===== src/source/l2_mem_pkg.sv =====
/*
 * L2 memory package
 * Geometry of the byte-organized L2, its address and word types
 * and the request word that each engine presents to the memory.
 */
package l2_mem_pkg;

    localparam int unsigned L2_DEPTH   = 4096;  // Bytes
    localparam int unsigned L2_AW      = 12;
    localparam int unsigned WORD_BYTES = 4;

    typedef logic [L2_AW-1:0] l2_addr_t;  // Byte address
    typedef logic [31:0]      l2_word_t;  // Little-endian data word

    // One memory access, held by the requester until granted
    typedef struct packed {
        logic     req;
        logic     we;    // 1 for a word write
        l2_addr_t addr;
        l2_word_t wdata;
    } l2_req_t;

endpackage


===== src/source/udma_reg_pkg.sv =====
/*
 * uDMA channel register package
 * Register map of the configuration port, job description
 * and the layout of the CFG and STATUS registers.
 */
package udma_reg_pkg;

    typedef logic [4:0]  cfg_addr_t;
    typedef logic [31:0] cfg_data_t;
    typedef logic [15:0] xfer_size_t;  // Job size in bytes

    ////////////////////////////////////////////////////////////
    // Register indices
    ////////////////////////////////////////////////////////////
    localparam cfg_addr_t REG_RX_SADDR = 5'd0;
    localparam cfg_addr_t REG_RX_SIZE  = 5'd1;
    localparam cfg_addr_t REG_RX_CFG   = 5'd2;
    localparam cfg_addr_t REG_TX_SADDR = 5'd3;
    localparam cfg_addr_t REG_TX_SIZE  = 5'd4;
    localparam cfg_addr_t REG_TX_CFG   = 5'd5;
    localparam cfg_addr_t REG_STATUS   = 5'd9;

    localparam int unsigned CFG_EN_BIT         = 4;  // Job enable in a CFG register
    localparam int unsigned STATUS_TX_BUSY_BIT = 0;
    localparam int unsigned STATUS_RX_BUSY_BIT = 1;

    typedef struct packed {
        l2_mem_pkg::l2_addr_t saddr;
        xfer_size_t           size;
    } job_cfg_t;

    // Number of 32-bit words that a job touches, partial word rounded up
    function automatic xfer_size_t size_to_words(xfer_size_t size);
        return (size >> 2) + xfer_size_t'(|size[1:0]);
    endfunction

endpackage


===== src/source/udma_cfg_regs.sv =====
/*
 * Configuration register file
 * Holds the RX and TX job registers, issues start pulses to idle
 * engines and builds the combinational readback.
 */
module udma_cfg_regs (
    input  logic                    sys_clk,
    input  logic                    rst_n,
    input  logic                    cfg_valid_i,
    input  logic                    cfg_rwn_i,
    input  udma_reg_pkg::cfg_addr_t cfg_addr_i,
    input  udma_reg_pkg::cfg_data_t cfg_data_i,
    output udma_reg_pkg::cfg_data_t cfg_data_o,
    input  logic                    tx_busy_i,
    input  logic                    rx_busy_i,
    output logic                    tx_start_o,
    output logic                    rx_start_o,
    output udma_reg_pkg::job_cfg_t  tx_job_o,
    output udma_reg_pkg::job_cfg_t  rx_job_o
);
    import udma_reg_pkg::*;
    import l2_mem_pkg::*;

    job_cfg_t tx_job_q;
    job_cfg_t rx_job_q;
    logic     cfg_wr;
    logic     tx_kick;
    logic     rx_kick;

    assign cfg_wr = cfg_valid_i & ~cfg_rwn_i;

    // A start pulse already out counts as busy until the engine answers
    assign tx_kick = cfg_wr & (cfg_addr_i == REG_TX_CFG) & cfg_data_i[CFG_EN_BIT]
                   & (tx_job_q.size != '0) & ~tx_busy_i & ~tx_start_o;
    assign rx_kick = cfg_wr & (cfg_addr_i == REG_RX_CFG) & cfg_data_i[CFG_EN_BIT]
                   & (rx_job_q.size != '0) & ~rx_busy_i & ~rx_start_o;

    assign tx_job_o = tx_job_q;
    assign rx_job_o = rx_job_q;

    always_ff @(posedge sys_clk or negedge rst_n) begin
        if (!rst_n) begin
            tx_job_q   <= '0;
            rx_job_q   <= '0;
            tx_start_o <= 1'b0;
            rx_start_o <= 1'b0;
        end else begin
            tx_start_o <= tx_kick;
            rx_start_o <= rx_kick;
            if (cfg_wr) begin
                case (cfg_addr_i)
                    REG_RX_SADDR: rx_job_q.saddr <= l2_addr_t'(cfg_data_i);  // Truncated
                    REG_RX_SIZE:  rx_job_q.size  <= xfer_size_t'(cfg_data_i);
                    REG_TX_SADDR: tx_job_q.saddr <= l2_addr_t'(cfg_data_i);
                    REG_TX_SIZE:  tx_job_q.size  <= xfer_size_t'(cfg_data_i);
                    default: ;
                endcase
            end
        end
    end

    ////////////////////////////////////////////////////////////
    // Readback
    ////////////////////////////////////////////////////////////
    always_comb begin
        cfg_data_o = '0;
        if (cfg_valid_i) begin
            case (cfg_addr_i)
                REG_RX_SADDR: cfg_data_o = cfg_data_t'(rx_job_q.saddr);
                REG_RX_SIZE:  cfg_data_o = cfg_data_t'(rx_job_q.size);
                REG_RX_CFG:   cfg_data_o[CFG_EN_BIT] = rx_busy_i;
                REG_TX_SADDR: cfg_data_o = cfg_data_t'(tx_job_q.saddr);
                REG_TX_SIZE:  cfg_data_o = cfg_data_t'(tx_job_q.size);
                REG_TX_CFG:   cfg_data_o[CFG_EN_BIT] = tx_busy_i;
                REG_STATUS: begin
                    cfg_data_o[STATUS_TX_BUSY_BIT] = tx_busy_i;
                    cfg_data_o[STATUS_RX_BUSY_BIT] = rx_busy_i;
                end
                default: cfg_data_o = '0;
            endcase
        end
    end

endmodule


===== config.mk =====
export PLATFORM = sky130hd
export DESIGN_NAME = udma_cfg_regs
export DESIGN_NICKNAME = d
export VERILOG_FILES = /design/src/source/l2_mem_pkg.sv /design/src/source/udma_reg_pkg.sv /design/src/source/udma_cfg_regs.sv
export SDC_FILE = /design/constraint.sdc
export NUM_CORES = 1
export LEC_CHECK = 0
export ABC_AREA = 1
export BUFFER_PORTS_ARGS = -buffer_cell sky130_fd_sc_hd__buf_2
export CORE_UTILIZATION = 45
export DETAILED_ROUTE_END_ITERATION = 10
export PLACE_DENSITY_LB_ADDON = 0.08
export SYNTH_ARGS = -nofsm -noshare
export SYNTH_HDL_FRONTEND = slang
export SYNTH_SLANG_ARGS = --single-unit

===== constraint.sdc =====
create_clock -name sys_clk -period 2 [get_ports sys_clk]
set_input_delay 0.4 -clock sys_clk [delete_from_list [all_inputs] [get_ports sys_clk]]
set_output_delay 0.4 -clock sys_clk [all_outputs]
set_load 0.02 [all_outputs]

==> results.ini <==
[timing]
setup_viol = 0
tns_ns = 0
period_share_pct = 96.7
fmax_mhz = 517
fin_ws_ns = 0.0654
drv_slew = 0
min_period_ns = 1.93
finClkSkew_ns = 0.00523
rsz0062_at_grt = yes
timing_hold_violations_final = 0

[grt]
grt_pass1_wl_mm = 13.2
grt-ovfl-total = 0
antenna_found_initial = 0
grt_pass1_vias = 2627
grt_usage_pct = 23.7
grt_max_degree = 59

[clocking]
clk_pin_slew_ns = 0.06
hold_buffers = 0
htreeDepth = 3
cts_inserted_buffers = 9
clock_latency_ns = 0.33
clock-sinks = 58
cts_tree = yes
clockBufferDepth = 2
root_buffer = clkbuf_8

[synth]
synth_simple_gate_area_share_pct = 26.3
synth.avg_cell_area_um2 = 8.06
synth_xor_area_share_pct = 0
synth_top_family_by_area = simple AND/OR/NAND/NOR gates
netlist_area_um2 = 3150
synthMuxAreaShare_pct = 0
synth-seq-area-share_pct = 46.0
yosys_warnings = 0
synthAdderAreaFrac_pct = 0
synth_compound_gate_area_share_pct = 15.2
ys_types = 24
synthCells = 391
ys_ff_latch = 58

[setup_path]
required_ns = 1.60
crit_chain = buf_6, nor2_4, nand2_4, nor2_4, buf_6, nand2_4, o21ai_2, nor2_1, nor2_1, buf_4
cpPeakStageDelay_ns = 0.18
cp-start-kind = input port
cp_slowest_cell = nor2_4
arrival_ns = 1.53
reg2reg_depth = 4
cp_max_fo = 6
path_class = input port to output port
endpoint_kind = output port

[flow_run]
cap_viol_max_count = 0

[routing]
routed_wl_mm = 8.26
viasPerCell = 4.80
drt-pass1-iter-count = 4
wl_per_cell_um = 13.7
drtAntennaViolNets = 0
first_iter_violations = 137
vias = 2905
drc = 0

[layout]
drive_gt1_share_pct = 37.1
syn_to_final_growth_pct = 28.5
antenna_cells = 0
finalNetCount = 547
final_cell_mix = 113 x nand2_1, 90 x buf_2, 58 x dfrtp_1
final_common_cell = nand2_1

[floorplan]
die_area_um2 = 7350
coreArea_um2 = 6790
num_rows = 30
die_w_um = 85.7
ios = 133
die_height_um = 85.7
start_util_pct = 46.4

[power]
p_int_uw = 2300
p_switching_uw = 1120
pwr-share-comb_pct = 23.2
ir_worst_vdd_mv = 0.455
p_clk_share_pct = 34.1
power_density_nw_per_um2 = 844
sw_frac_of_total_pct = 32.6
p_leak_uw = 0.00224
pwr-share-seq_pct = 42.7

[placed_design]
preCtsSetupSlack_ns = 0.0260
io_buffers = 100
gp_congestion = 0.867
place_hpwl_mm = 5.83

[run_status]
outcome = finished, final reports clean

[hold_path]
hold_path.class = input port to async pin

[power by group through the flow]
stage	Combinational (uW)	Clock, uW	Sequential, uW
after detailed placement	786	0	1480
after global routing	873	1230	1480
after global placement	772	0	1470
after floorplan	330	0	1640
after CTS	788	1190	1460
final	793	1170	1460
[final timing paths]
path / from / endpoint / slack [ns]
max reg2reg: tx_job_o[10] / tx_start_o / 0.81
min reg2reg: rx_job_o[6] / rx_job_o[6] / 0.50
min in group sys_clk: cfg_data_i[13] / rx_job_o[13] / 0.33
max: cfg_addr_i[2] / cfg_data_o[8] / 0.07
min: rst_n / tx_start_o / 0.05
max in group asynchronous: rst_n / rx_start_o / 1.68
[layout make-up]
cell class,count,area [um^2]
Clock inverter,1,30.0
Sequential cell,58,1450
Fill cell,642,2740
Multi-Input combinational cell,278,1410
Tap cell,96,120
Clock buffer,15,186
Timing Repair Buffer,117,704
Inverter,40,151
[critical path: cells and delay by family]
kind                   cells  cell delay (ns)
buffers and inverters      3             0.42
AND/OR/NAND/NOR            6             0.66
AO/OA/AOI/OAI              1             0.05
[flip-flops by register name, indices dropped and copies added, names as in the netlist]
| signal | count |
|---|---|
| rx_start_o | 1 |
| tx_start_o | 1 |
| tx_job_o | 28 |
| rx_job_o | 28 |
[logic make-up after synthesis]
family / Yosys count
DFF: 58
buffers and inverters: 70
and+or+nand+nor: 189
other: 1
AOI/OAI and AO/OA: 73
[metal layers]
layer	vias up	global-route usage, %	share of wire, %
met5	-	0	0
met4	0	9.55	1.7
met3	12	4.04	3.8
met2	86	37.3	48
met1	1370	32.6	46
li1	1437	-	-
[stage by stage]
step	utilization [%]	total power (uW)	std cells	instance area [um^2]	hold slack, ns
2_1_floorplan	-	1970	406	3210	0.104
3_3_place_gp	54.5	2250	584	3700	0.428
6_report	59.6	3420	605	4050	0.0532
5_1_grt	59.6	3580	605	4050	0.0778
3_5_place_dp	54.5	2260	584	3700	0.428
4_1_cts	57.7	3430	600	3920	0.0736
[synth_stat cells]
cell type | number | share of area (%)
buf_4 | 17 | 4.0
nor2_1 | 39 | 4.6
nor2_8 | 1 | 0.63
nor4_1 | 2 | 0.40
inv_1 | 36 | 4.3
nand2_1 | 118 | 14
nand3_1 | 8 | 1.3
nor2_4 | 5 | 1.8
a21oi_1 | 5 | 0.79
clkbuf_1 | 2 | 0.24
nand4_1 | 7 | 1.4
buf_6 | 8 | 2.9
dfrtp_1 | 58 | 46
nor3_1 | 2 | 0.32
nand3_2 | 1 | 0.32
nor2_2 | 1 | 0.20
o21ai_1 | 11 | 1.7
o21ai_0 | 27 | 4.3
nand2_4 | 2 | 0.71
o21ai_2 | 30 | 8.3
buf_2 | 3 | 0.48
nand2_2 | 3 | 0.60
inv_2 | 4 | 0.48
conb_1 | 1 | 0.12
[timing repair]
item,CTS,global route
setup endpoints to repair,0,15
endpoints found under the hold margin,0,0
resized for setup,0,36
setup buffers,0,5
No activity file was read; power rests on OpenSTA's default activity.
