## src/source/l2_mem_pkg.sv

```systemverilog
/*
 * L2 memory package
 * Geometry of the byte-organized L2, its address and word types
 * and the request word that each engine presents to the memory.
 */
package l2_mem_pkg;

    localparam int unsigned L2_DEPTH   = 4096;  // Bytes
    localparam int unsigned L2_AW      = 12;
    localparam int unsigned WORD_BYTES = 4;

    typedef logic [L2_AW-1:0] l2_addr_t;  // Byte address
    typedef logic [31:0]      l2_word_t;  // Little-endian data word

    // One memory access, held by the requester until granted
    typedef struct packed {
        logic     req;
        logic     we;    // 1 for a word write
        l2_addr_t addr;
        l2_word_t wdata;
    } l2_req_t;

endpackage

```

## src/source/udma_reg_pkg.sv

```systemverilog
/*
 * uDMA channel register package
 * Register map of the configuration port, job description
 * and the layout of the CFG and STATUS registers.
 */
package udma_reg_pkg;

    typedef logic [4:0]  cfg_addr_t;
    typedef logic [31:0] cfg_data_t;
    typedef logic [15:0] xfer_size_t;  // Job size in bytes

    ////////////////////////////////////////////////////////////
    // Register indices
    ////////////////////////////////////////////////////////////
    localparam cfg_addr_t REG_RX_SADDR = 5'd0;
    localparam cfg_addr_t REG_RX_SIZE  = 5'd1;
    localparam cfg_addr_t REG_RX_CFG   = 5'd2;
    localparam cfg_addr_t REG_TX_SADDR = 5'd3;
    localparam cfg_addr_t REG_TX_SIZE  = 5'd4;
    localparam cfg_addr_t REG_TX_CFG   = 5'd5;
    localparam cfg_addr_t REG_STATUS   = 5'd9;

    localparam int unsigned CFG_EN_BIT         = 4;  // Job enable in a CFG register
    localparam int unsigned STATUS_TX_BUSY_BIT = 0;
    localparam int unsigned STATUS_RX_BUSY_BIT = 1;

    typedef struct packed {
        l2_mem_pkg::l2_addr_t saddr;
        xfer_size_t           size;
    } job_cfg_t;

    // Number of 32-bit words that a job touches, partial word rounded up
    function automatic xfer_size_t size_to_words(xfer_size_t size);
        return (size >> 2) + xfer_size_t'(|size[1:0]);
    endfunction

endpackage

```

## src/source/udma_rx_writer.sv

```systemverilog
/*
 * RX writer
 * Takes words from the incoming stream and writes each one
 * into L2 at the next word address of the running job.
 */
module udma_rx_writer (
    input  logic                   sys_clk,
    input  logic                   rst_n,
    input  logic                   start_i,
    input  udma_reg_pkg::job_cfg_t job_i,
    output logic                   busy_o,
    input  l2_mem_pkg::l2_word_t   rx_data_i,
    input  logic                   rx_valid_i,
    output logic                   rx_ready_o,
    output l2_mem_pkg::l2_req_t    mem_req_o,
    input  logic                   mem_gnt_i,
    output logic                   eot_o
);
    import udma_reg_pkg::*;
    import l2_mem_pkg::*;

    l2_addr_t   addr_q;
    l2_word_t   wdata_q;
    xfer_size_t words_left_q;
    logic       pend_q;  // Word waiting for its write grant
    logic       accept;

    assign rx_ready_o = busy_o & ~pend_q;
    assign accept     = rx_valid_i & rx_ready_o;
    assign mem_req_o  = '{req: pend_q, we: 1'b1, addr: addr_q, wdata: wdata_q};

    always_ff @(posedge sys_clk or negedge rst_n) begin
        if (!rst_n) begin
            busy_o       <= 1'b0;
            eot_o        <= 1'b0;
            pend_q       <= 1'b0;
            words_left_q <= '0;
        end else begin
            eot_o <= 1'b0;
            if (start_i && !busy_o) begin
                busy_o       <= 1'b1;
                words_left_q <= size_to_words(job_i.size);
            end
            if (accept) begin
                pend_q <= 1'b1;
            end else if (mem_gnt_i) begin
                pend_q       <= 1'b0;
                words_left_q <= words_left_q - 1'b1;
                if (words_left_q == xfer_size_t'(1)) begin  // Last word written
                    busy_o <= 1'b0;
                    eot_o  <= 1'b1;
                end
            end
        end
    end

    always_ff @(posedge sys_clk) begin
        if (start_i && !busy_o) addr_q <= job_i.saddr;
        else if (mem_gnt_i)     addr_q <= addr_q + l2_addr_t'(WORD_BYTES);
        if (accept) wdata_q <= rx_data_i;
    end

endmodule

```

## config.mk

```make
export PLATFORM = sky130hd
export DESIGN_NAME = udma_rx_writer
export DESIGN_NICKNAME = d
export VERILOG_FILES = /design/src/source/l2_mem_pkg.sv /design/src/source/udma_reg_pkg.sv /design/src/source/udma_rx_writer.sv
export SDC_FILE = /design/constraint.sdc
export NUM_CORES = 1
export LEC_CHECK = 0
export BUFFER_PORTS_ARGS = -buffer_cell sky130_fd_sc_hd__buf_4
export CORE_MARGIN = 2
export CORE_UTILIZATION = 30
export DETAILED_ROUTE_END_ITERATION = 16
export GPL_ROUTABILITY_DRIVEN = 0
export PLACE_DENSITY_LB_ADDON = 0.25
export REMOVE_ABC_BUFFERS = 1
export SLEW_MARGIN = 20
export SYNTH_ARGS = -nofsm -noshare
export SYNTH_HDL_FRONTEND = slang
export SYNTH_SLANG_ARGS = --single-unit
export TNS_END_PERCENT = 30
```

## constraint.sdc

```tcl
create_clock -name sys_clk -period 5.1 [get_ports sys_clk]
set_input_delay 1.53 -clock sys_clk [delete_from_list [all_inputs] [get_ports sys_clk]]
set_output_delay 1.53 -clock sys_clk [all_outputs]
set_load 0.01 [all_outputs]
```

==> metrics.log <==
INFO  metric remaining_drc_errors = 0
INFO  metric start_kind = input port
INFO  metric final_max_slew_viol_count = 0
INFO  metric core_area = 0.00977 mm²
INFO  metric rows = 36
INFO  metric async_flop_share = 0.302
INFO  metric total_die_area = 0.0108 mm²
INFO  metric seq_cells_post_synth = 63
INFO  metric rsz0062_at_grt = false
INFO  metric worst_setup_hold_path_clk_slew = 80 ps
INFO  metric p_seq_frac = 0.462
INFO  metric antenna_found_initial = 0
INFO  metric netlist_top_cells_count = 44 x sky130_fd_sc_hd__edfxtp_1, 24 x sky130_fd_sc_hd__nand2_1, 19 x sky130_fd_sc_hd__dfrtp_1, 18 x sky130_fd_sc_hd__o21ai_0, 15 x sky130_fd_sc_hd__nor2_1
INFO  metric fin_cells = 513
INFO  metric die_width = 104 µm
INFO  metric grt_start_max_net_pins = 36
INFO  metric post_route_cells_drive_above_1_share = 0.361
INFO  metric share_comb_of_total_power = 0.154
INFO  metric worstMarginPinSlew = 994 ps
INFO  metric max-vdd-ir-drop = 0.000112 V
INFO  metric root_buffer = sky130_fd_sc_hd__clkbuf_8
INFO  metric fin_setup_tns = 0 ps
INFO  metric clkPwrFrac = 0.383
INFO  metric place.detailed.hpwl = 5.63 mm
INFO  metric grt_pass1_wl = 11.7 mm
INFO  metric post-synth-top-count-cell = sky130_fd_sc_hd__edfxtp_1
INFO  metric cell_area_after_synthesis = 0.00301 mm²
INFO  metric viasPerCell = 4.88
INFO  metric required = 5340 ps
INFO  metric total_number_of_clock_tree_sinks = 63
INFO  metric port_buffers = 112
INFO  metric ant_nets = 0
INFO  metric critical_path.reg2reg.startpoint = busy_o$_DFF_PN0_
INFO  metric dr.first_iter.drc_count = 122
INFO  metric synthFlopType = sky130_fd_sc_hd__edfxtp_1
INFO  metric p_leak = 0.00168 µW
INFO  metric synth.yosys.warnings = 0
INFO  metric fmaxAchievable = 0.309 GHz
INFO  metric yosysTopAreaCellShare = 0.439
INFO  metric numPlacedInstances = 497
INFO  metric antenna_cells_inserted = 0
INFO  metric crit_path_max_fanout = 27
INFO  metric finalNetCount = 445
INFO  metric period_minus_slack = 3240 ps
INFO  metric cellInternalPower = 1050 µW
INFO  metric arrival = 3480 ps
INFO  metric die_y = 104 µm
INFO  metric avgRoutedWirePerCell = 14.7 µm
INFO  metric synth-edff-count = 44
INFO  metric power_per_cell_area = 337 mW/mm²
INFO  metric power.net_switching = 374 µW
INFO  metric globalRouteOverflowTotal = 0
INFO  metric register_area_share_after_synthesis = 0.597
INFO  metric detailedRoute.firstPassIterationCount = 5
INFO  metric max-clock-path-buffers = 2
INFO  metric timing.final.hold_violations = 0
INFO  metric synth_cell_types = 48
INFO  metric gr-usage-all-layers = 0.139
INFO  metric synthToLayoutAreaGrowth = 40.5%
INFO  metric clock_latency = 350 ps
INFO  metric tritoncts = built
INFO  metric hold_path_startpoint = words_left_q[10]$_DFF_PN0_
INFO  metric initial_utilization = 0.308
INFO  metric fin_hold_ws = 536 ps
INFO  metric startpoint = start_i
INFO  metric synthDominantAreaCellType = sky130_fd_sc_hd__edfxtp_1
INFO  metric drt_wl_total = 7.52 mm
INFO  metric finalSetupViolations = 0
INFO  metric hold_path_class = reg -> reg
INFO  metric critPathCaptureType = flip-flop
INFO  metric power.share.switching = 0.262
INFO  metric syn_avg_cell_area = 11.6 µm²
INFO  metric cts-buffers-inserted = 9
INFO  metric status = completed
INFO  metric hold_buffers = 0
INFO  metric cts_resized = 0
INFO  metric routed-via-count = 2502
INFO  metric fin_skew = 9.06 ps
INFO  metric drv.max_cap_violation_count = 0
INFO  metric io_pins = 114
INFO  metric slew_headroom = 0.334
INFO  metric cts_post_setup_buffers_inserted = 0
INFO  metric timing_worst_setup_path_type = in -> reg
INFO  metric synth_top_cells_by_area = sky130_fd_sc_hd__edfxtp_1 44%, sky130_fd_sc_hd__dfrtp_1 16%, sky130_fd_sc_hd__xnor2_1 3.8%
INFO  metric deepest_level_of_the_cts_h_tree = 3
INFO  metric fin_crit_sh = 0.635
INFO  metric report.power.total = 1420 µW
INFO  metric grt_pass1_vias = 2299
INFO  metric postSynthCellCount = 259
-- placed cells by master (no fill, tap or decap), drive strengths merged, types with 3 or more instances in the layout --
master	instances
nand3	11
buf	113
edfxtp	44
ha	5
and3	3
clkbuf	9
a22oi	3
or3	4
a211oi	3
o21ai	18
nand4	5
nor3	9
nor2	15
a211o	5
nand2	24
a21oi	11
xor2	5
bufinv	3
or4	4
dfrtp	19
xnor2	13
nor4	8
inv	17
-- metrics by stage --
step,utilization,setup slack [ps],area (µm²)
3_3_place_gp,0.407,1520,3980
3_5_place_dp,0.407,1490,3980
4_1_cts,0.432,1870,4230
5_1_grt,0.432,1550,4230
2_1_floorplan,-,1760,2960
6_report,0.432,1860,4230
-- state kept, by name, summed over array words and instances (netlist names) --
| register | cells |
|---|---|
| pend_q | 1 |
| busy_o | 1 |
| addr_q | 12 |
| eot_o | 1 |
| wdata_q | 32 |
| words_left_q | 16 |
-- cell families after synthesis --
kind of cell	after synthesis	synth area share
other cells	1	0.00125
xor+xnor	18	0.0524
fa+ha+maj	5	0.0208
compound gates	56	0.124
simple gates	94	0.171
flops	63	0.597
buf+inv	22	0.0341
-- final timing paths --
kind | end | slack [ps] | depth (start not counted)
worst max-delay path | words_left_q[6]$_DFF_PN0_ | 1860 | 6
worst min-delay path | words_left_q[10]$_DFF_PN0_ | 540 | 1
worst max register to register | words_left_q[6]$_DFF_PN0_ | 2580 | 5
worst min register to register | words_left_q[10]$_DFF_PN0_ | 540 | 1
max in group asynchronous | words_left_q[0]$_DFF_PN0_ | 3830 | 1
min in group asynchronous | words_left_q[12]$_DFF_PN0_ | 1050 | 1
-- layer usage --
metal	track usage	wire, µm
met5	0	0
met4	0.0512	110
met3	0.0489	630
met2	0.209	3290
met1	0.185	3490
-- final cells by class --
type                    count  area, µm²
fillers                   910       5550
flip-flops and latches     63       1800
multi-input cells         174       1110
repair buffers            113        848
well taps                 133        166
clock inverters             7        125
clock buffers               9        124
inverters                  14       52.6
-- power groups by stage --
stage	combinational (µW)	sequential (µW)	clock, µW
finish	220	658	546
global route	245	668	580
CTS	222	658	559
detailed placement	222	669	0
global placement	220	668	0
floorplan	96.6	672	0
-- worst max-delay path, cell delays in order --
cell,delay [ps]
sky130_fd_sc_hd__buf_4,120
sky130_fd_sc_hd__nand2b_1,190
sky130_fd_sc_hd__clkinv_1,580
sky130_fd_sc_hd__o21ai_0,740
sky130_fd_sc_hd__a21oi_1,80
sky130_fd_sc_hd__o211a_1,230
No activity file was read; power rests on OpenSTA's default activity.
