[src/source/l2_mem_pkg.sv]
/*
 * L2 memory package
 * Geometry of the byte-organized L2, its address and word types
 * and the request word that each engine presents to the memory.
 */
package l2_mem_pkg;

    localparam int unsigned L2_DEPTH   = 4096;  // Bytes
    localparam int unsigned L2_AW      = 12;
    localparam int unsigned WORD_BYTES = 4;

    typedef logic [L2_AW-1:0] l2_addr_t;  // Byte address
    typedef logic [31:0]      l2_word_t;  // Little-endian data word

    // One memory access, held by the requester until granted
    typedef struct packed {
        logic     req;
        logic     we;    // 1 for a word write
        l2_addr_t addr;
        l2_word_t wdata;
    } l2_req_t;

endpackage

[src/source/udma_reg_pkg.sv]
/*
 * uDMA channel register package
 * Register map of the configuration port, job description
 * and the layout of the CFG and STATUS registers.
 */
package udma_reg_pkg;

    typedef logic [4:0]  cfg_addr_t;
    typedef logic [31:0] cfg_data_t;
    typedef logic [15:0] xfer_size_t;  // Job size in bytes

    ////////////////////////////////////////////////////////////
    // Register indices
    ////////////////////////////////////////////////////////////
    localparam cfg_addr_t REG_RX_SADDR = 5'd0;
    localparam cfg_addr_t REG_RX_SIZE  = 5'd1;
    localparam cfg_addr_t REG_RX_CFG   = 5'd2;
    localparam cfg_addr_t REG_TX_SADDR = 5'd3;
    localparam cfg_addr_t REG_TX_SIZE  = 5'd4;
    localparam cfg_addr_t REG_TX_CFG   = 5'd5;
    localparam cfg_addr_t REG_STATUS   = 5'd9;

    localparam int unsigned CFG_EN_BIT         = 4;  // Job enable in a CFG register
    localparam int unsigned STATUS_TX_BUSY_BIT = 0;
    localparam int unsigned STATUS_RX_BUSY_BIT = 1;

    typedef struct packed {
        l2_mem_pkg::l2_addr_t saddr;
        xfer_size_t           size;
    } job_cfg_t;

    // Number of 32-bit words that a job touches, partial word rounded up
    function automatic xfer_size_t size_to_words(xfer_size_t size);
        return (size >> 2) + xfer_size_t'(|size[1:0]);
    endfunction

endpackage

[src/source/udma_tx_streamer.sv]
/*
 * TX streamer
 * Reads a job's words from L2 in ascending order and presents them
 * on the outgoing stream, with one prefetched word behind the output.
 */
module udma_tx_streamer (
    input  logic                   sys_clk,
    input  logic                   rst_n,
    input  logic                   start_i,
    input  udma_reg_pkg::job_cfg_t job_i,
    output logic                   busy_o,
    output l2_mem_pkg::l2_req_t    mem_req_o,
    input  logic                   mem_gnt_i,
    input  l2_mem_pkg::l2_word_t   mem_rdata_i,
    output l2_mem_pkg::l2_word_t   tx_data_o,
    output logic                   tx_valid_o,
    input  logic                   tx_ready_i,
    output logic                   eot_o
);
    import udma_reg_pkg::*;
    import l2_mem_pkg::*;

    typedef enum logic [1:0] {
        ST_IDLE,
        ST_FETCH,
        ST_WAIT_DATA,
        ST_SEND
    } tx_state_e;

    tx_state_e  state_q;
    l2_addr_t   addr_q;
    xfer_size_t fetch_left_q;  // Words not yet requested
    xfer_size_t send_left_q;   // Words not yet taken
    l2_word_t   pf_data_q;
    logic       pf_valid_q;
    logic       take;
    logic       rd_valid;
    logic       slot_free;

    assign take     = tx_valid_o & tx_ready_i;
    assign rd_valid = (state_q == ST_WAIT_DATA);  // Read data arrives this cycle

    // Prefetch slot is empty after this edge, so a new read has a place to land
    assign slot_free = rd_valid ? ~(tx_valid_o & ~take) : (~pf_valid_q | take);

    assign mem_req_o = '{req: (state_q == ST_FETCH), we: 1'b0, addr: addr_q, wdata: '0};

    ////////////////////////////////////////////////////////////
    // Control FSM
    ////////////////////////////////////////////////////////////
    always_ff @(posedge sys_clk or negedge rst_n) begin
        if (!rst_n) begin
            state_q      <= ST_IDLE;
            busy_o       <= 1'b0;
            eot_o        <= 1'b0;
            fetch_left_q <= '0;
            send_left_q  <= '0;
        end else begin
            eot_o <= 1'b0;
            if (take) send_left_q <= send_left_q - 1'b1;
            case (state_q)
                ST_IDLE: begin
                    if (start_i) begin
                        busy_o       <= 1'b1;
                        fetch_left_q <= size_to_words(job_i.size);
                        send_left_q  <= size_to_words(job_i.size);
                        state_q      <= ST_FETCH;
                    end
                end
                ST_FETCH: begin
                    if (mem_gnt_i) begin
                        fetch_left_q <= fetch_left_q - 1'b1;
                        state_q      <= ST_WAIT_DATA;
                    end
                end
                ST_WAIT_DATA: begin
                    state_q <= (fetch_left_q != '0 && slot_free) ? ST_FETCH : ST_SEND;
                end
                ST_SEND: begin
                    if (take && send_left_q == xfer_size_t'(1)) begin  // Last word leaves
                        busy_o  <= 1'b0;
                        eot_o   <= 1'b1;
                        state_q <= ST_IDLE;
                    end else if (fetch_left_q != '0 && slot_free) begin
                        state_q <= ST_FETCH;
                    end
                end
                default: state_q <= ST_IDLE;
            endcase
        end
    end

    // Output and prefetch occupancy
    always_ff @(posedge sys_clk or negedge rst_n) begin
        if (!rst_n) begin
            tx_valid_o <= 1'b0;
            pf_valid_q <= 1'b0;
        end else if (rd_valid) begin
            if (tx_valid_o && !take) pf_valid_q <= 1'b1;  // Output still stalled
            else                     tx_valid_o <= 1'b1;
        end else if (take) begin
            if (pf_valid_q) pf_valid_q <= 1'b0;
            else            tx_valid_o <= 1'b0;
        end
    end

    always_ff @(posedge sys_clk) begin
        if (state_q == ST_IDLE && start_i) begin
            addr_q <= job_i.saddr;
        end else if (state_q == ST_FETCH && mem_gnt_i) begin
            addr_q <= addr_q + l2_addr_t'(WORD_BYTES);
        end
        if (rd_valid) begin
            if (!tx_valid_o || take) tx_data_o <= mem_rdata_i;
            else                     pf_data_q <= mem_rdata_i;
        end else if (take && pf_valid_q) begin
            tx_data_o <= pf_data_q;  // Prefetched word moves up
        end
    end

endmodule

[config.mk]
export PLATFORM = sky130hd
export DESIGN_NAME = udma_tx_streamer
export DESIGN_NICKNAME = d
export VERILOG_FILES = /design/src/source/l2_mem_pkg.sv /design/src/source/udma_reg_pkg.sv /design/src/source/udma_tx_streamer.sv
export SDC_FILE = /design/constraint.sdc
export NUM_CORES = 1
export LEC_CHECK = 0
export BUFFER_PORTS_ARGS = -buffer_cell sky130_fd_sc_hd__buf_2
export CAP_MARGIN = 30
export CELL_PAD_IN_SITES_DETAIL_PLACEMENT = 1
export CELL_PAD_IN_SITES_GLOBAL_PLACEMENT = 2
export CORE_MARGIN = 2
export CORE_UTILIZATION = 32
export CTS_BUF_LIST = sky130_fd_sc_hd__clkbuf_8
export CTS_CLUSTER_DIAMETER = 30
export DETAILED_ROUTE_END_ITERATION = 8
export PLACE_DENSITY = 0.86
export SLEW_MARGIN = 30
export SYNTH_ARGS = -nofsm -noshare
export SYNTH_HDL_FRONTEND = slang
export SYNTH_SLANG_ARGS = --single-unit
[constraint.sdc]
create_clock -name sys_clk -period 3.31 [get_ports sys_clk]
set_clock_uncertainty 0.2 [all_clocks]
set_input_delay 0.331 -clock sys_clk [delete_from_list [all_inputs] [get_ports sys_clk]]
set_output_delay 0.331 -clock sys_clk [all_outputs]
set_load 0.05 [all_outputs]
==> impl_summary.log, run 1 <==
[metrics] status: finished, final reports clean
[metrics] Design Area, Final: between 0.007 and 0.008 sq mm
[metrics] cell type with the largest total area after synthesis: sky130_fd_sc_hd__edfxtp_1
[metrics] Min Clock Period, post-route: 2.36 ns
[metrics] initial antenna violation count: 0
[metrics] launch point of the worst reg-to-reg path: fetch_left_q[3]
[metrics] number of flops mapped to enable cells by yosys: 76
[metrics] global route total overflow: 0
[metrics] Layout area overhead: 29.8%
[metrics] share of the clock period used by the worst path after layout: around 71%
[metrics] number of setup violations in the final report: 0
[metrics] number of CTS-inserted buffers: 17
[metrics] total number of vias: between 4k and 5k
[metrics] cell count after placement: 784
[metrics] Critical Path Start: state_q[0]
[metrics] number of global-route vias before repair: 4252
[metrics] Ports: 146
[metrics] post-synth top area share: between 40 and 50%
[metrics] H-tree levels: 4
[metrics] critical path peak fanout: 10
[metrics] Final Util: 42.6%
[metrics] top_reg_cell synth: sky130_fd_sc_hd__edfxtp_1
[metrics] CTS tree: yes
[metrics] top cell types by occurrence after synthesis: sky130_fd_sc_hd__edfxtp_1 (76), sky130_fd_sc_hd__nand2_1 (46), sky130_fd_sc_hd__dfrtp_1 (38), sky130_fd_sc_hd__o21ai_0 (34)
[metrics] dominant combinational cell family by area after synthesis: simple AND/OR/NAND/NOR gates
[metrics] complex-gate fraction of the synthesized area: 6.98%
[metrics] Die ar.: 0.0182 sq mm
[metrics] WL final: 14.0 mm
[metrics] standard cell area after detailed placement: roughly 0.0062 sq mm
[metrics] Mapped Area: 0.00549 sq mm
[metrics] half-perimeter wire length after placement: approximately 10 mm
[metrics] Mean Syn Cell Area: between 10 and 15 sq um
[metrics] Seq/Total Area, Yosys: between 50 and 60%
[metrics] number of optimization iterations in the first detailed-route pass: 4
[metrics] post-CTS clock slew at the launch and capture registers of the worst setup and hold paths: 0.07 ns
[metrics] hold_sp: job_i[18]
[metrics] sinks on the clock net: roughly 110
[metrics] type of destination of the critical path: output port
[metrics] logic gate share of total power: 38.3%
[metrics] insertion delay to the later sink of the worst-skew pair: about 0.43 ns
[metrics] Psw: approximately 2.7 mW
[metrics] maximum count of clock buffers along a single path: 2
[metrics] cell chosen for the clock root: sky130_fd_sc_hd__clkbuf_8
[metrics] static leakage power: ~2.8 nW
[metrics] layout cells sized above 1: between 20% and 30%
[metrics] initial cell density of the core: about a third
[metrics] most repeated cell in the gate-level netlist after synthesis: sky130_fd_sc_hd__edfxtp_1
[metrics] setup repair after global routing missed its margin: false
[metrics] Antenna Cells: 0
[metrics] final hold violation count: 0
[metrics] cell-internal power: roughly 3.8 mW
[metrics] Worst setup SP type: register
[metrics] pin count of the biggest net entering global routing: 50
[metrics] post-synthesis simple-gate area fraction: 13.3%
[metrics] # rows: 47
[metrics] remaining design rule violation count: 0
[metrics] transition time at the pin with the least slew margin: approximately 0.88 ns
[metrics] Synth Area in XOR/XNOR: 5.59%
[metrics] adder-cell share of the synthesized area: 1.60%
[metrics] share of flip-flops with an asynchronous set or reset: approximately a third
[metrics] net switching fraction of the power: a little over two fifths
[metrics] maximum capacitance violations: 0
[metrics] proportion of power drawn by the clock network: a little under a quarter
[metrics] floorplan core area: about 0.017 sq mm
[metrics] arrival time of data at the critical path endpoint: about 1.8 ns
[metrics] synthesized flop and latch total: 114
[metrics] Mapped Cells: roughly 460
[metrics] total power divided by cell area: between 900 and 1000 mW/mm^2
[metrics] height of the chip: approximately 130 um
[metrics] worst min-delay path category: in -> reg
[metrics] leading post-synthesis cells by cell area: sky130_fd_sc_hd__edfxtp_1 (42%), sky130_fd_sc_hd__dfrtp_1 (17%), sky130_fd_sc_hd__mux2_2 (6.8%)
[metrics] number of design-rule violations left by the first detailed-router iteration: roughly 170
[metrics] number of buffers inserted by port buffering: between 100 and 150
[metrics] proportion of power drawn by flip-flops and latches: a little under two fifths
[metrics] maximum vdd ir drop: roughly 540 uV
[metrics] worst endpoint required time: 2.78 ns
[metrics] Net count, final: 700
[metrics] aggregate negative setup slack: 0 ns
[metrics] number of buffers inserted to repair setup after CTS: 0
[metrics] Ys Warns: 0
[metrics] portion of netlist area occupied by mux cells: under 10%
[metrics] first-pass GRT wire length: roughly 23 mm
[metrics] die outline width: roughly 130 um
[metrics] number of pins with negative max-slew slack in the final report: 0
[metrics] Post-DRT Antenna Nets: 0
[metrics] RePlAce Congestion: 0.839
[metrics] Netlist cell types: 45
[metrics] Routed WL per cell: ~16 um
[metrics] maximum operating frequency: about 0.42 GHz
[metrics] Setup CP Type: reg -> out
[metrics] filler-free cell count of the finished design: roughly 860
[metrics] via/cell ratio: approximately 4.8
[metrics] total routing usage reported by global routing: approximately 16%
[metrics] relative max-transition margin: between 40% and 50%
==> final timing paths <==
path                                          to  slack [ns]  depth (start not counted)
worst max-delay path               mem_req_o[45]        0.95                          3
worst min-delay path                   addr_q[2]        0.05                          3
worst max register to register  fetch_left_q[13]        0.96                          4
worst min register to register            busy_o        0.30                          2
max in group asynchronous         send_left_q[1]        1.99                          2
min in group asynchronous        fetch_left_q[5]        0.37                          2
==> sequential cells by signal, summed over array words and instances, names as in the netlist <==
register,count
pf_data_q,32
pf_valid_q,1
eot_o,1
send_left_q,16
tx_valid_o,1
state_q,2
fetch_left_q,16
tx_data_o,32
busy_o,1
addr_q,12
==> power by group through the flow <==
stage | clock (mW) | sequential (mW) | combinational, mW
6_report | 1.55 | 2.45 | 2.49
5_1_grt | 1.66 | 2.52 | 2.71
4_1_cts | 1.59 | 2.45 | 2.50
3_5_place_dp | 0 | 2.47 | 2.45
3_3_place_gp | 0 | 2.44 | 2.40
2_1_floorplan | 0 | 3.15 | 1.13
==> routing by layer <==
layer / global-route usage (%) / up-vias / part of all wire [%]
met5: 0 / - / 0
met4: 3.94 / 0 / 0.83
met3: 4.50 / 11 / 5.3
met2: 27.1 / 118 / 48
met1: 20.2 / 2018 / 46
li1: - / 1945 / -
==> repair_timing <==
item,4_1_cts,5_1_grt
hold buffers,44,1
resized for setup,0,0
hold endpoints to repair,92,1
==> worst max-delay path, stage by stage (launching register included) <==
cell,delay (ns)
sky130_fd_sc_hd__dfrtp_1,0.47
sky130_fd_sc_hd__nand2b_1,0.28
sky130_fd_sc_hd__clkinv_1,0.33
sky130_fd_sc_hd__buf_2,0.32
==> metrics by stage <==
| stage | worst slack (ns) | power, mW | hold WS (ns) |
|---|---|---|---|
| final | 0.952 | 6.49 | 0.0500 |
| after global routing | 0.763 | 6.88 | 0.0530 |
| after CTS | 0.922 | 6.55 | 0.00252 |
| after detailed placement | 0.947 | 4.92 | 0.293 |
| after global placement | 1.01 | 4.84 | 0.284 |
| after floorplan | 0.571 | 4.28 | -0.165 |
==> cells in the final DEF (no fill, tap or decap), types with 9 or more instances in the layout <==
cell type	n
sky130_fd_sc_hd__clkbuf_8	17
sky130_fd_sc_hd__nand2_1	46
sky130_fd_sc_hd__xnor2_1	24
sky130_fd_sc_hd__dfrtp_1	38
sky130_fd_sc_hd__edfxtp_1	76
sky130_fd_sc_hd__xor2_1	11
sky130_fd_sc_hd__nor4_1	9
sky130_fd_sc_hd__mux2_2	33
sky130_fd_sc_hd__nor2_1	23
sky130_fd_sc_hd__nand3_1	16
sky130_fd_sc_hd__a21oi_1	12
sky130_fd_sc_hd__inv_1	12
sky130_fd_sc_hd__o21ai_0	34
sky130_fd_sc_hd__dlygate4sd3_1	45
sky130_fd_sc_hd__conb_1	33
sky130_fd_sc_hd__buf_2	112
==> kinds of logic after synthesis <==
family,count (synthesis)
AND/OR/NAND/NOR,144
flip-flops,114
AO/OA/AOI/OAI,66
buffers and inverters,60
XOR/XNOR,35
multiplexers,35
adder cells (fa/ha/maj),7
other,1
==> final cells by class <==
cell class,count,area [sq um]
Inverter,12,45.0
Clock inverter,15,238
Fill cell,1838,9580
Clock buffer,17,234
Timing Repair Buffer,163,1060
Sequential cell,114,3230
Tap cell,220,275
Multi-Input combinational cell,320,2040
Power figures use the tool's default switching activity.
==> inputs of run 2 (changes only) <==
--- a/config.mk
+++ b/config.mk
@@ -10,11 +10,11 @@
 export CELL_PAD_IN_SITES_DETAIL_PLACEMENT = 1
 export CELL_PAD_IN_SITES_GLOBAL_PLACEMENT = 2
 export CORE_MARGIN = 2
-export CORE_UTILIZATION = 32
+export CORE_UTILIZATION = 35
 export CTS_BUF_LIST = sky130_fd_sc_hd__clkbuf_8
 export CTS_CLUSTER_DIAMETER = 30
 export DETAILED_ROUTE_END_ITERATION = 8
-export PLACE_DENSITY = 0.86
+export PLACE_DENSITY = 0.89
 export SLEW_MARGIN = 30
 export SYNTH_ARGS = -nofsm -noshare
 export SYNTH_HDL_FRONTEND = slang
==> constraint.sdc (replaced) <==
create_clock -name sys_clk -period 2.2 [get_ports sys_clk]
set_clock_uncertainty 0.2 [all_clocks]
set_input_delay 0.22 -clock sys_clk [delete_from_list [all_inputs] [get_ports sys_clk]]
set_output_delay 0.22 -clock sys_clk [all_outputs]
set_load 0.05 [all_outputs]
==> impl_summary.log, run 2 (synthesized netlist as in run 1, its figures left out) <==
[metrics] status: finished, final reports clean
[metrics] sinks on the clock net: 114 (unchanged)
[metrics] initial antenna violation count: 0 (unchanged)
[metrics] Setup CP Type: reg -> reg
[metrics] final setup margin: 0.0785 ns (-0.874 ns)
[metrics] Routed WL per cell: 16.6 um (+1.8%)
[metrics] relative max-transition margin: 58.2% (+17 points)
[metrics] worst min-delay path endpoint: send_left_q[3]
[metrics] cell-internal power: 5.25 mW (+39%)
[metrics] half-perimeter wire length after placement: 10.1 mm (+3.7%)
[metrics] floorplan core area: 0.0153 sq mm (-8.6%)
[metrics] initial cell density of the core: 36.0% (+3.1 points)
[metrics] proportion of power drawn by the clock network: 18.1% (-5.8 points)
[metrics] Final Util: 48.0% (+5.3 points)
[metrics] number of fillers in the final layout: 1677 (-8.8%)
[metrics] launch point of the worst reg-to-reg path: fetch_left_q[3]
[metrics] number of setup violations in the final report: 0 (unchanged)
[metrics] RePlAce Congestion: 0.813 (-3.1%)
[metrics] CTS tree: yes
[metrics] remaining design rule violation count: 0 (unchanged)
[metrics] standard cell area after detailed placement: 0.00637 sq mm (+2.8%)
[metrics] hold_sp: job_i[5]
[metrics] static leakage power: 2.89 nW (+3.2%)
[metrics] arrival time of data at the critical path endpoint: 2.21 ns (+0.38 ns)
[metrics] cell count after placement: 794 (+1.3%)
[metrics] die outline width: 129 um (-4.3%)
[metrics] Fin Hold WS: 0.0261 ns (-0.0239 ns)
[metrics] total power divided by cell area: 1300 mW/mm^2 (+42%)
[metrics] hold depth: 4 (+1)
[metrics] leading cell type in the layout, fill and taps excluded: sky130_fd_sc_hd__buf_2
[metrics] Worst R2R Setup Slack: 0.08 ns (-0.88 ns)
[metrics] endpoint of the worst-slack reg-to-reg timing path: fetch_left_q[7]
[metrics] number of global-route vias before repair: 4451 (+4.7%)
[metrics] Psw: 4.25 mW (+57%)
[metrics] leading cell types in the layout, fill and taps excluded: sky130_fd_sc_hd__buf_2 (112), sky130_fd_sc_hd__edfxtp_1 (76), sky130_fd_sc_hd__dlygate4sd3_1 (57)
[metrics] worst endpoint required time: 2.29 ns (-0.49 ns)
[metrics] Layout area overhead: 33.4%
[metrics] cells traversed along the worst timing path: or4_4 -> buf_4 -> or2_2 -> a21oi_2 -> nand2b_1 -> o311ai_1
[metrics] Place WS: 0.0126 ns (-0.935 ns)
[metrics] cell chosen for the clock root: sky130_fd_sc_hd__clkbuf_8
[metrics] number of design-rule violations left by the first detailed-router iteration: 229 (+32%)
[metrics] number of buffers inserted by port buffering: 112 (unchanged)
[metrics] total number of vias: 4233 (+3.4%)
[metrics] total routing usage reported by global routing: 18.2% (+2.2 points)
[metrics] # rows: 45 (-4.3%)
[metrics] critical path peak fanout: 6 (-4)
[metrics] via/cell ratio: 4.79 (+0.87%)
[metrics] kind of cell adding the most delay to the critical path: simple AND/OR/NAND/NOR gates
[metrics] maximum count of clock buffers along a single path: 2 (unchanged)
[metrics] pin count of the biggest net entering global routing: 33 (-34%)
[metrics] setup repair after global routing missed its margin: false
[metrics] type of destination of the critical path: register
[metrics] count of buffer and inverter cells on the critical path: 1 (-1)
[metrics] Min Clock Period, post-route: approximately 2.1 ns
[metrics] logic gate share of total power: 43.6% (+5.3 points)
[metrics] Net count, final: 731 (+4.4%)
[metrics] transition time at the pin with the least slew margin: 0.627 ns (-0.256 ns)
[metrics] worst-case reg-to-reg path depth: 6 (+2)
[metrics] number of CTS-inserted buffers: 17 (unchanged)
[metrics] final hold violation count: 0 (unchanged)
[metrics] maximum operating frequency: 0.471 GHz
[metrics] filler-free cell count of the finished design: 883 (+2.6%)
[metrics] maximum capacitance violations: 0 (unchanged)
[metrics] worst min-delay path category: in -> reg
[metrics] net switching fraction of the power: 44.7% (+2.9 points)
[metrics] longest individual stage delay on the worst path: 0.53 ns (+0.06 ns)
[metrics] total design power: 9.50 mW (+46%)
[metrics] global route total overflow: 0 (unchanged)
[metrics] Die ar.: 0.0167 sq mm (-8.3%)
[metrics] number of optimization iterations in the first detailed-route pass: 4 (unchanged)
[metrics] H-tree levels: 4 (unchanged)
[metrics] Ports: 146 (unchanged)
[metrics] post-CTS clock slew at the launch and capture registers of the worst setup and hold paths: 0.07 ns (about the same)
[metrics] share of the clock period used by the worst path after layout: a little over nine tenths
[metrics] Post-DRT Antenna Nets: 0 (unchanged)
[metrics] Design Area, Final: 0.00732 sq mm (+2.8%)
[metrics] first-pass GRT wire length: 23.3 mm (+3.1%)
[metrics] proportion of power drawn by flip-flops and latches: 38.3% (+0.6 points)
[metrics] Antenna Cells: 0 (unchanged)
[metrics] layout cells sized above 1: 31.8% (+2.8 points)
[metrics] aggregate negative setup slack: 0 ns (unchanged)
[metrics] WL final: 14.6 mm (+4.4%)
[metrics] insertion delay to the later sink of the worst-skew pair: 0.43 ns (about the same)
[metrics] maximum vdd ir drop: 541 uV (+1.2%)
[metrics] number of pins with negative max-slew slack in the final report: 0 (unchanged)
[metrics] Regs by FF count: pf_data_q x32, tx_data_o x32
[metrics] height of the chip: 129 um (-4.3%)
[metrics] cell type of the slowest stage on the worst timing path: sky130_fd_sc_hd__or4_4
[metrics] Worst setup SP type: register
==> run 2: changes by cell type in the layout (fill, tap and decap cells not counted), moves of 2 or more <==
| cell | delta |
|---|---|
| sky130_fd_sc_hd__buf_4 | +16 |
| sky130_fd_sc_hd__dlygate4sd3_1 | +12 |
| sky130_fd_sc_hd__bufinv_16 | -6 |
| sky130_fd_sc_hd__buf_12 | +3 |
| sky130_fd_sc_hd__clkinvlp_4 | +3 |
| sky130_fd_sc_hd__clkinv_4 | +2 |
| sky130_fd_sc_hd__inv_6 | +2 |
| sky130_fd_sc_hd__o311ai_0 | -2 |
| sky130_fd_sc_hd__o311ai_1 | +2 |
==> run 2: worst max path at each step <==
stage                          from          endpoint  depth (start not counted)
floorplan           fetch_left_q[3]  fetch_left_q[13]                          5
global placement    fetch_left_q[3]  fetch_left_q[13]                          4
detailed placement  fetch_left_q[3]   fetch_left_q[7]                          6
CTS                 fetch_left_q[3]   fetch_left_q[7]                          6
global route        fetch_left_q[4]   fetch_left_q[9]                          5
finish              fetch_left_q[3]   fetch_left_q[7]                          6
==> run 2: worst min-delay path: cells and delay by family <==
| family | cells | cell delay, ns |
|---|---|---|
| buffers and inverters | 1 | 0.12 |
| AND/OR/NAND/NOR | 1 | 0.09 |
| XOR/XNOR | 1 | 0.11 |
| AO/OA/AOI/OAI | 1 | 0.07 |
==> run 2: repair_timing <==
item | in CTS | in global routing
hold buffers | 57 | 0
hold endpoints to repair | 113 | 0
setup endpoints to repair | 2 | 3
resized for setup | 2 | 6
setup buffers | 0 | 0
gates cloned | 0 | 0
==> run 2: layout make-up <==
cell class	count	area (sq um)	area share (%)
clock inverters	15	111	1.52
clock buffers	17	234	3.20
multi-input cells	320	2070	28.3
repair buffers	194	1360	18.5
well taps	211	264	3.61
flip-flops and latches	114	3230	44.2
inverters	12	46.3	0.633
==> run 2: metal layers <==
layer  part of all wire [%]  vias to the layer above  global-route usage, %
li1                       -                     2008                      -
met1                     43                     2067                   22.5
met2                     49                      138                   30.7
met3                    6.8                       20                   5.41
met4                    1.2                        0                   5.50
met5                      0                        -                      0
==> run 2: power groups by stage <==
stage	registers (mW)	clock network (mW)	logic [mW]
floorplan	4.74	0	1.72
global placement	3.61	0	3.90
detailed placement	3.66	0	4.02
CTS	3.62	1.77	4.13
global route	3.74	1.87	4.46
finish	3.64	1.72	4.14
==> inputs of run 3 (changes only) <==
--- a/config.mk
+++ b/config.mk
@@ -5,16 +5,17 @@
 export SDC_FILE = /design/constraint.sdc
 export NUM_CORES = 1
 export LEC_CHECK = 0
-export BUFFER_PORTS_ARGS = -buffer_cell sky130_fd_sc_hd__buf_2
 export CAP_MARGIN = 30
 export CELL_PAD_IN_SITES_DETAIL_PLACEMENT = 1
 export CELL_PAD_IN_SITES_GLOBAL_PLACEMENT = 2
+export CORE_ASPECT_RATIO = 0.6
 export CORE_MARGIN = 2
-export CORE_UTILIZATION = 35
+export CORE_UTILIZATION = 42
 export CTS_BUF_LIST = sky130_fd_sc_hd__clkbuf_8
 export CTS_CLUSTER_DIAMETER = 30
 export DETAILED_ROUTE_END_ITERATION = 8
-export PLACE_DENSITY = 0.89
+export DONT_BUFFER_PORTS = 1
+export PLACE_DENSITY = 0.88
 export SLEW_MARGIN = 30
 export SYNTH_ARGS = -nofsm -noshare
 export SYNTH_HDL_FRONTEND = slang
==> impl_summary.log, run 3 (synthesized netlist as in run 1, its figures left out) <==
[metrics] filler-free cell count of the finished design: 749 (-15%)
[metrics] Fin Hold WS: 0.0250 ns (-0.00118 ns)
[metrics] type of destination of the critical path: register
[metrics] cell chosen for the clock root: sky130_fd_sc_hd__clkbuf_8
[metrics] Post-DRT Antenna Nets: 0 (unchanged)
[metrics] number of optimization iterations in the first detailed-route pass: 4 (unchanged)
[metrics] RePlAce Congestion: 0.865 (+6.3%)
[metrics] remaining design rule violation count: 0 (unchanged)
[metrics] number of design-rule violations left by the first detailed-router iteration: 213 (-7.0%)
[metrics] wire length on met1: 6.78 mm (+6.7%)
[metrics] Ports: 146 (unchanged)
[metrics] floorplan core area: 0.0128 sq mm (-16%)
[metrics] # rows: 32 (-29%)
[metrics] number of setup violations in the final report: 0 (unchanged)
[metrics] Min Clock Period, post-route: 2.17 ns (+0.0465 ns)
[metrics] routed length on met2: 7.32 mm (+3.0%)
[metrics] height of the chip: 92.5 um (-28%)
[metrics] Routed WL per cell: 20.2 um (+22%)
[metrics] leading cell type in the layout, fill and taps excluded: sky130_fd_sc_hd__edfxtp_1
[metrics] H-tree levels: 4 (unchanged)
[metrics] via/cell ratio: 5.27 (+9.8%)
[metrics] setup repair after global routing missed its margin: false
[metrics] maximum vdd ir drop: 627 uV (+16%)
[metrics] worst min-delay path category: in -> reg
[metrics] hold_sp: job_i[2]
[metrics] transition time at the pin with the least slew margin: 0.543 ns (-0.0837 ns)
[metrics] aggregate negative setup slack: 0 ns (unchanged)
[metrics] logic gate share of total power: 32.2% (-11 points)
[metrics] Worst setup SP type: register
[metrics] maximum capacitance violations: 0 (unchanged)
[metrics] sinks on the clock net: 114 (unchanged)
[metrics] half-perimeter wire length after placement: 10.0 mm (-0.63%)
[metrics] number of CTS-inserted buffers: 17 (unchanged)
[metrics] Setup CP Type: reg -> reg
[metrics] Critical Path Start: fetch_left_q[2]
[metrics] proportion of power drawn by flip-flops and latches: 46.4% (+8.1 points)
[metrics] leading cell types in the layout, fill and taps excluded: sky130_fd_sc_hd__edfxtp_1 (76), sky130_fd_sc_hd__dlygate4sd3_1 (66), sky130_fd_sc_hd__nand2_1 (46)
[metrics] number of pins with negative max-slew slack in the final report: 0 (unchanged)
[metrics] initial antenna violation count: 0 (unchanged)
[metrics] worst endpoint required time: 2.35 ns (+0.06 ns)
[metrics] post-CTS clock slew at the launch and capture registers of the worst setup and hold paths: 0.08 ns (about the same)
[metrics] maximum operating frequency: 0.461 GHz (-2.1%)
[metrics] global route total overflow: 0 (unchanged)
[metrics] Net count, final: 638 (-13%)
[metrics] CTS tree: yes
[metrics] Antenna Cells: 0 (unchanged)
[metrics] top metal layer carrying routed signals: met4
[metrics] number of buffers inserted to repair setup after CTS: 0 (unchanged)
[metrics] proportion of power drawn by the clock network: 21.5% (+3.4 points)
[metrics] initial cell density of the core: 42.8% (+6.9 points)
[metrics] arrival time of data at the critical path endpoint: 2.32 ns (+0.11 ns)
[metrics] first-pass GRT wire length: 23.6 mm (+1.4%)
[metrics] WL final: 15.1 mm (+3.2%)
[metrics] total number of vias: 3944 (-6.8%)
[metrics] net switching fraction of the power: 43.9% (-0.83 points)
[metrics] total power divided by cell area: 1400 mW/mm^2 (+8.1%)
[metrics] launch point of the worst reg-to-reg path: fetch_left_q[2]
[metrics] Psw: 4.28 mW (+0.73%)
[metrics] final hold violation count: 0 (unchanged)
[metrics] Die ar.: 0.0140 sq mm (-16%)
[metrics] DR WL met3: 839 um (-16%)
[metrics] pin count of the biggest net entering global routing: 39 (+18%)
[metrics] Regs by FF count: pf_data_q x32, tx_data_o x32
[metrics] die outline width: 152 um (+17%)
[metrics] number of global-route vias before repair: 4249 (-4.5%)
[metrics] Final Util: 54.3% (+6.3 points)
[metrics] static leakage power: 2.57 nW (-11%)
[metrics] cell count after placement: 650 (-18%)
[metrics] layout cells sized above 1: 20.2% (-12 points)
[metrics] maximum count of clock buffers along a single path: 2 (unchanged)
[metrics] cell-internal power: 5.47 mW (+4.2%)
[metrics] critical path peak fanout: 2 (-4)
[metrics] total routing usage reported by global routing: 22.5% (+4.3 points)
[metrics] number of buffers inserted by port buffering: 0 (-100%)
[metrics] share of the clock period used by the worst path after layout: 98.5% (+2.1 points)
[metrics] insertion delay to the later sink of the worst-skew pair: 0.43 ns (about the same)
[metrics] status: finished, final reports clean
[metrics] Layout area overhead: 26.7%
[metrics] relative max-transition margin: 63.9% (+5.7 points)
## run 3: cell count changes in the layout (fill, tap and decap cells not counted), moves of 3 or more
cell	delta
sky130_fd_sc_hd__bufinv_16	+3
sky130_fd_sc_hd__clkinvlp_4	-3
sky130_fd_sc_hd__buf_2	-112
sky130_fd_sc_hd__dlygate4sd3_1	+9
sky130_fd_sc_hd__buf_4	+10
## run 3: timing repair
| item | 4_1_cts | 5_1_grt |
|---|---|---|
| pin swaps | 0 | 0 |
| resized for setup | 1 | 7 |
| endpoints found under the hold margin | 146 | 0 |
| setup endpoints to repair | 1 | 10 |
| gates cloned | 0 | 0 |
| hold buffers | 67 | 0 |
## run 3: final timing paths
check / end / slack (ns) / cells after the start
setup / recovery: fetch_left_q[13] / 0.03 / 4
min in group asynchronous: fetch_left_q[11] / 0.14 / 2
max in group asynchronous: tx_valid_o / 1.45 / 2
hold / removal: send_left_q[1] / 0.02 / 4
setup reg to reg: fetch_left_q[13] / 0.03 / 4
hold reg to reg: tx_data_o[12] / 0.35 / 1
## run 3: per-layer routing
layer / up-vias / global-route usage (%)
met5: - / 0
met4: 0 / 6.33
met3: 12 / 5.37
met2: 121 / 36.4
met1: 1987 / 30.4
li1: 1824 / -
## run 3: area by class of cell
class | count | area, sq um
clock buffers | 17 | 234
clock inverters | 15 | 181
fillers | 1331 | 5860
inverters | 12 | 46.3
multi-input cells | 320 | 2080
flip-flops and latches | 114 | 3230
well taps | 170 | 213
repair buffers | 101 | 961
## run 3: critical path: stages, from the launching register on
cell and delay, ns:
sky130_fd_sc_hd__dfrtp_1 0.40, sky130_fd_sc_hd__or4_4 0.53, sky130_fd_sc_hd__or4_4 0.43, sky130_fd_sc_hd__or4_1 0.42
sky130_fd_sc_hd__nand4_1 0.11
## run 3: per-stage QoR
step / power [mW] / worst slack (ns) / instance area [sq um]
5_1_grt: 10.3 / 0.00216 / 6950
3_3_place_gp: 7.26 / 0.0751 / 5820
3_5_place_dp: 7.47 / 0.0418 / 5820
6_report: 9.76 / 0.0320 / 6950
2_1_floorplan: 6.46 / 0.00426 / 5630
4_1_cts: 9.73 / 0.0372 / 6920
## run 3: power by group through the flow
| stage | sequential, mW | clock [mW] | combinational (mW) |
|---|---|---|---|
| final | 4.52 | 2.09 | 3.14 |
| after global placement | 4.47 | 0 | 2.79 |
| after global routing | 4.61 | 2.23 | 3.41 |
| after CTS | 4.50 | 2.13 | 3.10 |
| after detailed placement | 4.53 | 0 | 2.94 |
| after floorplan | 4.74 | 0 | 1.72 |
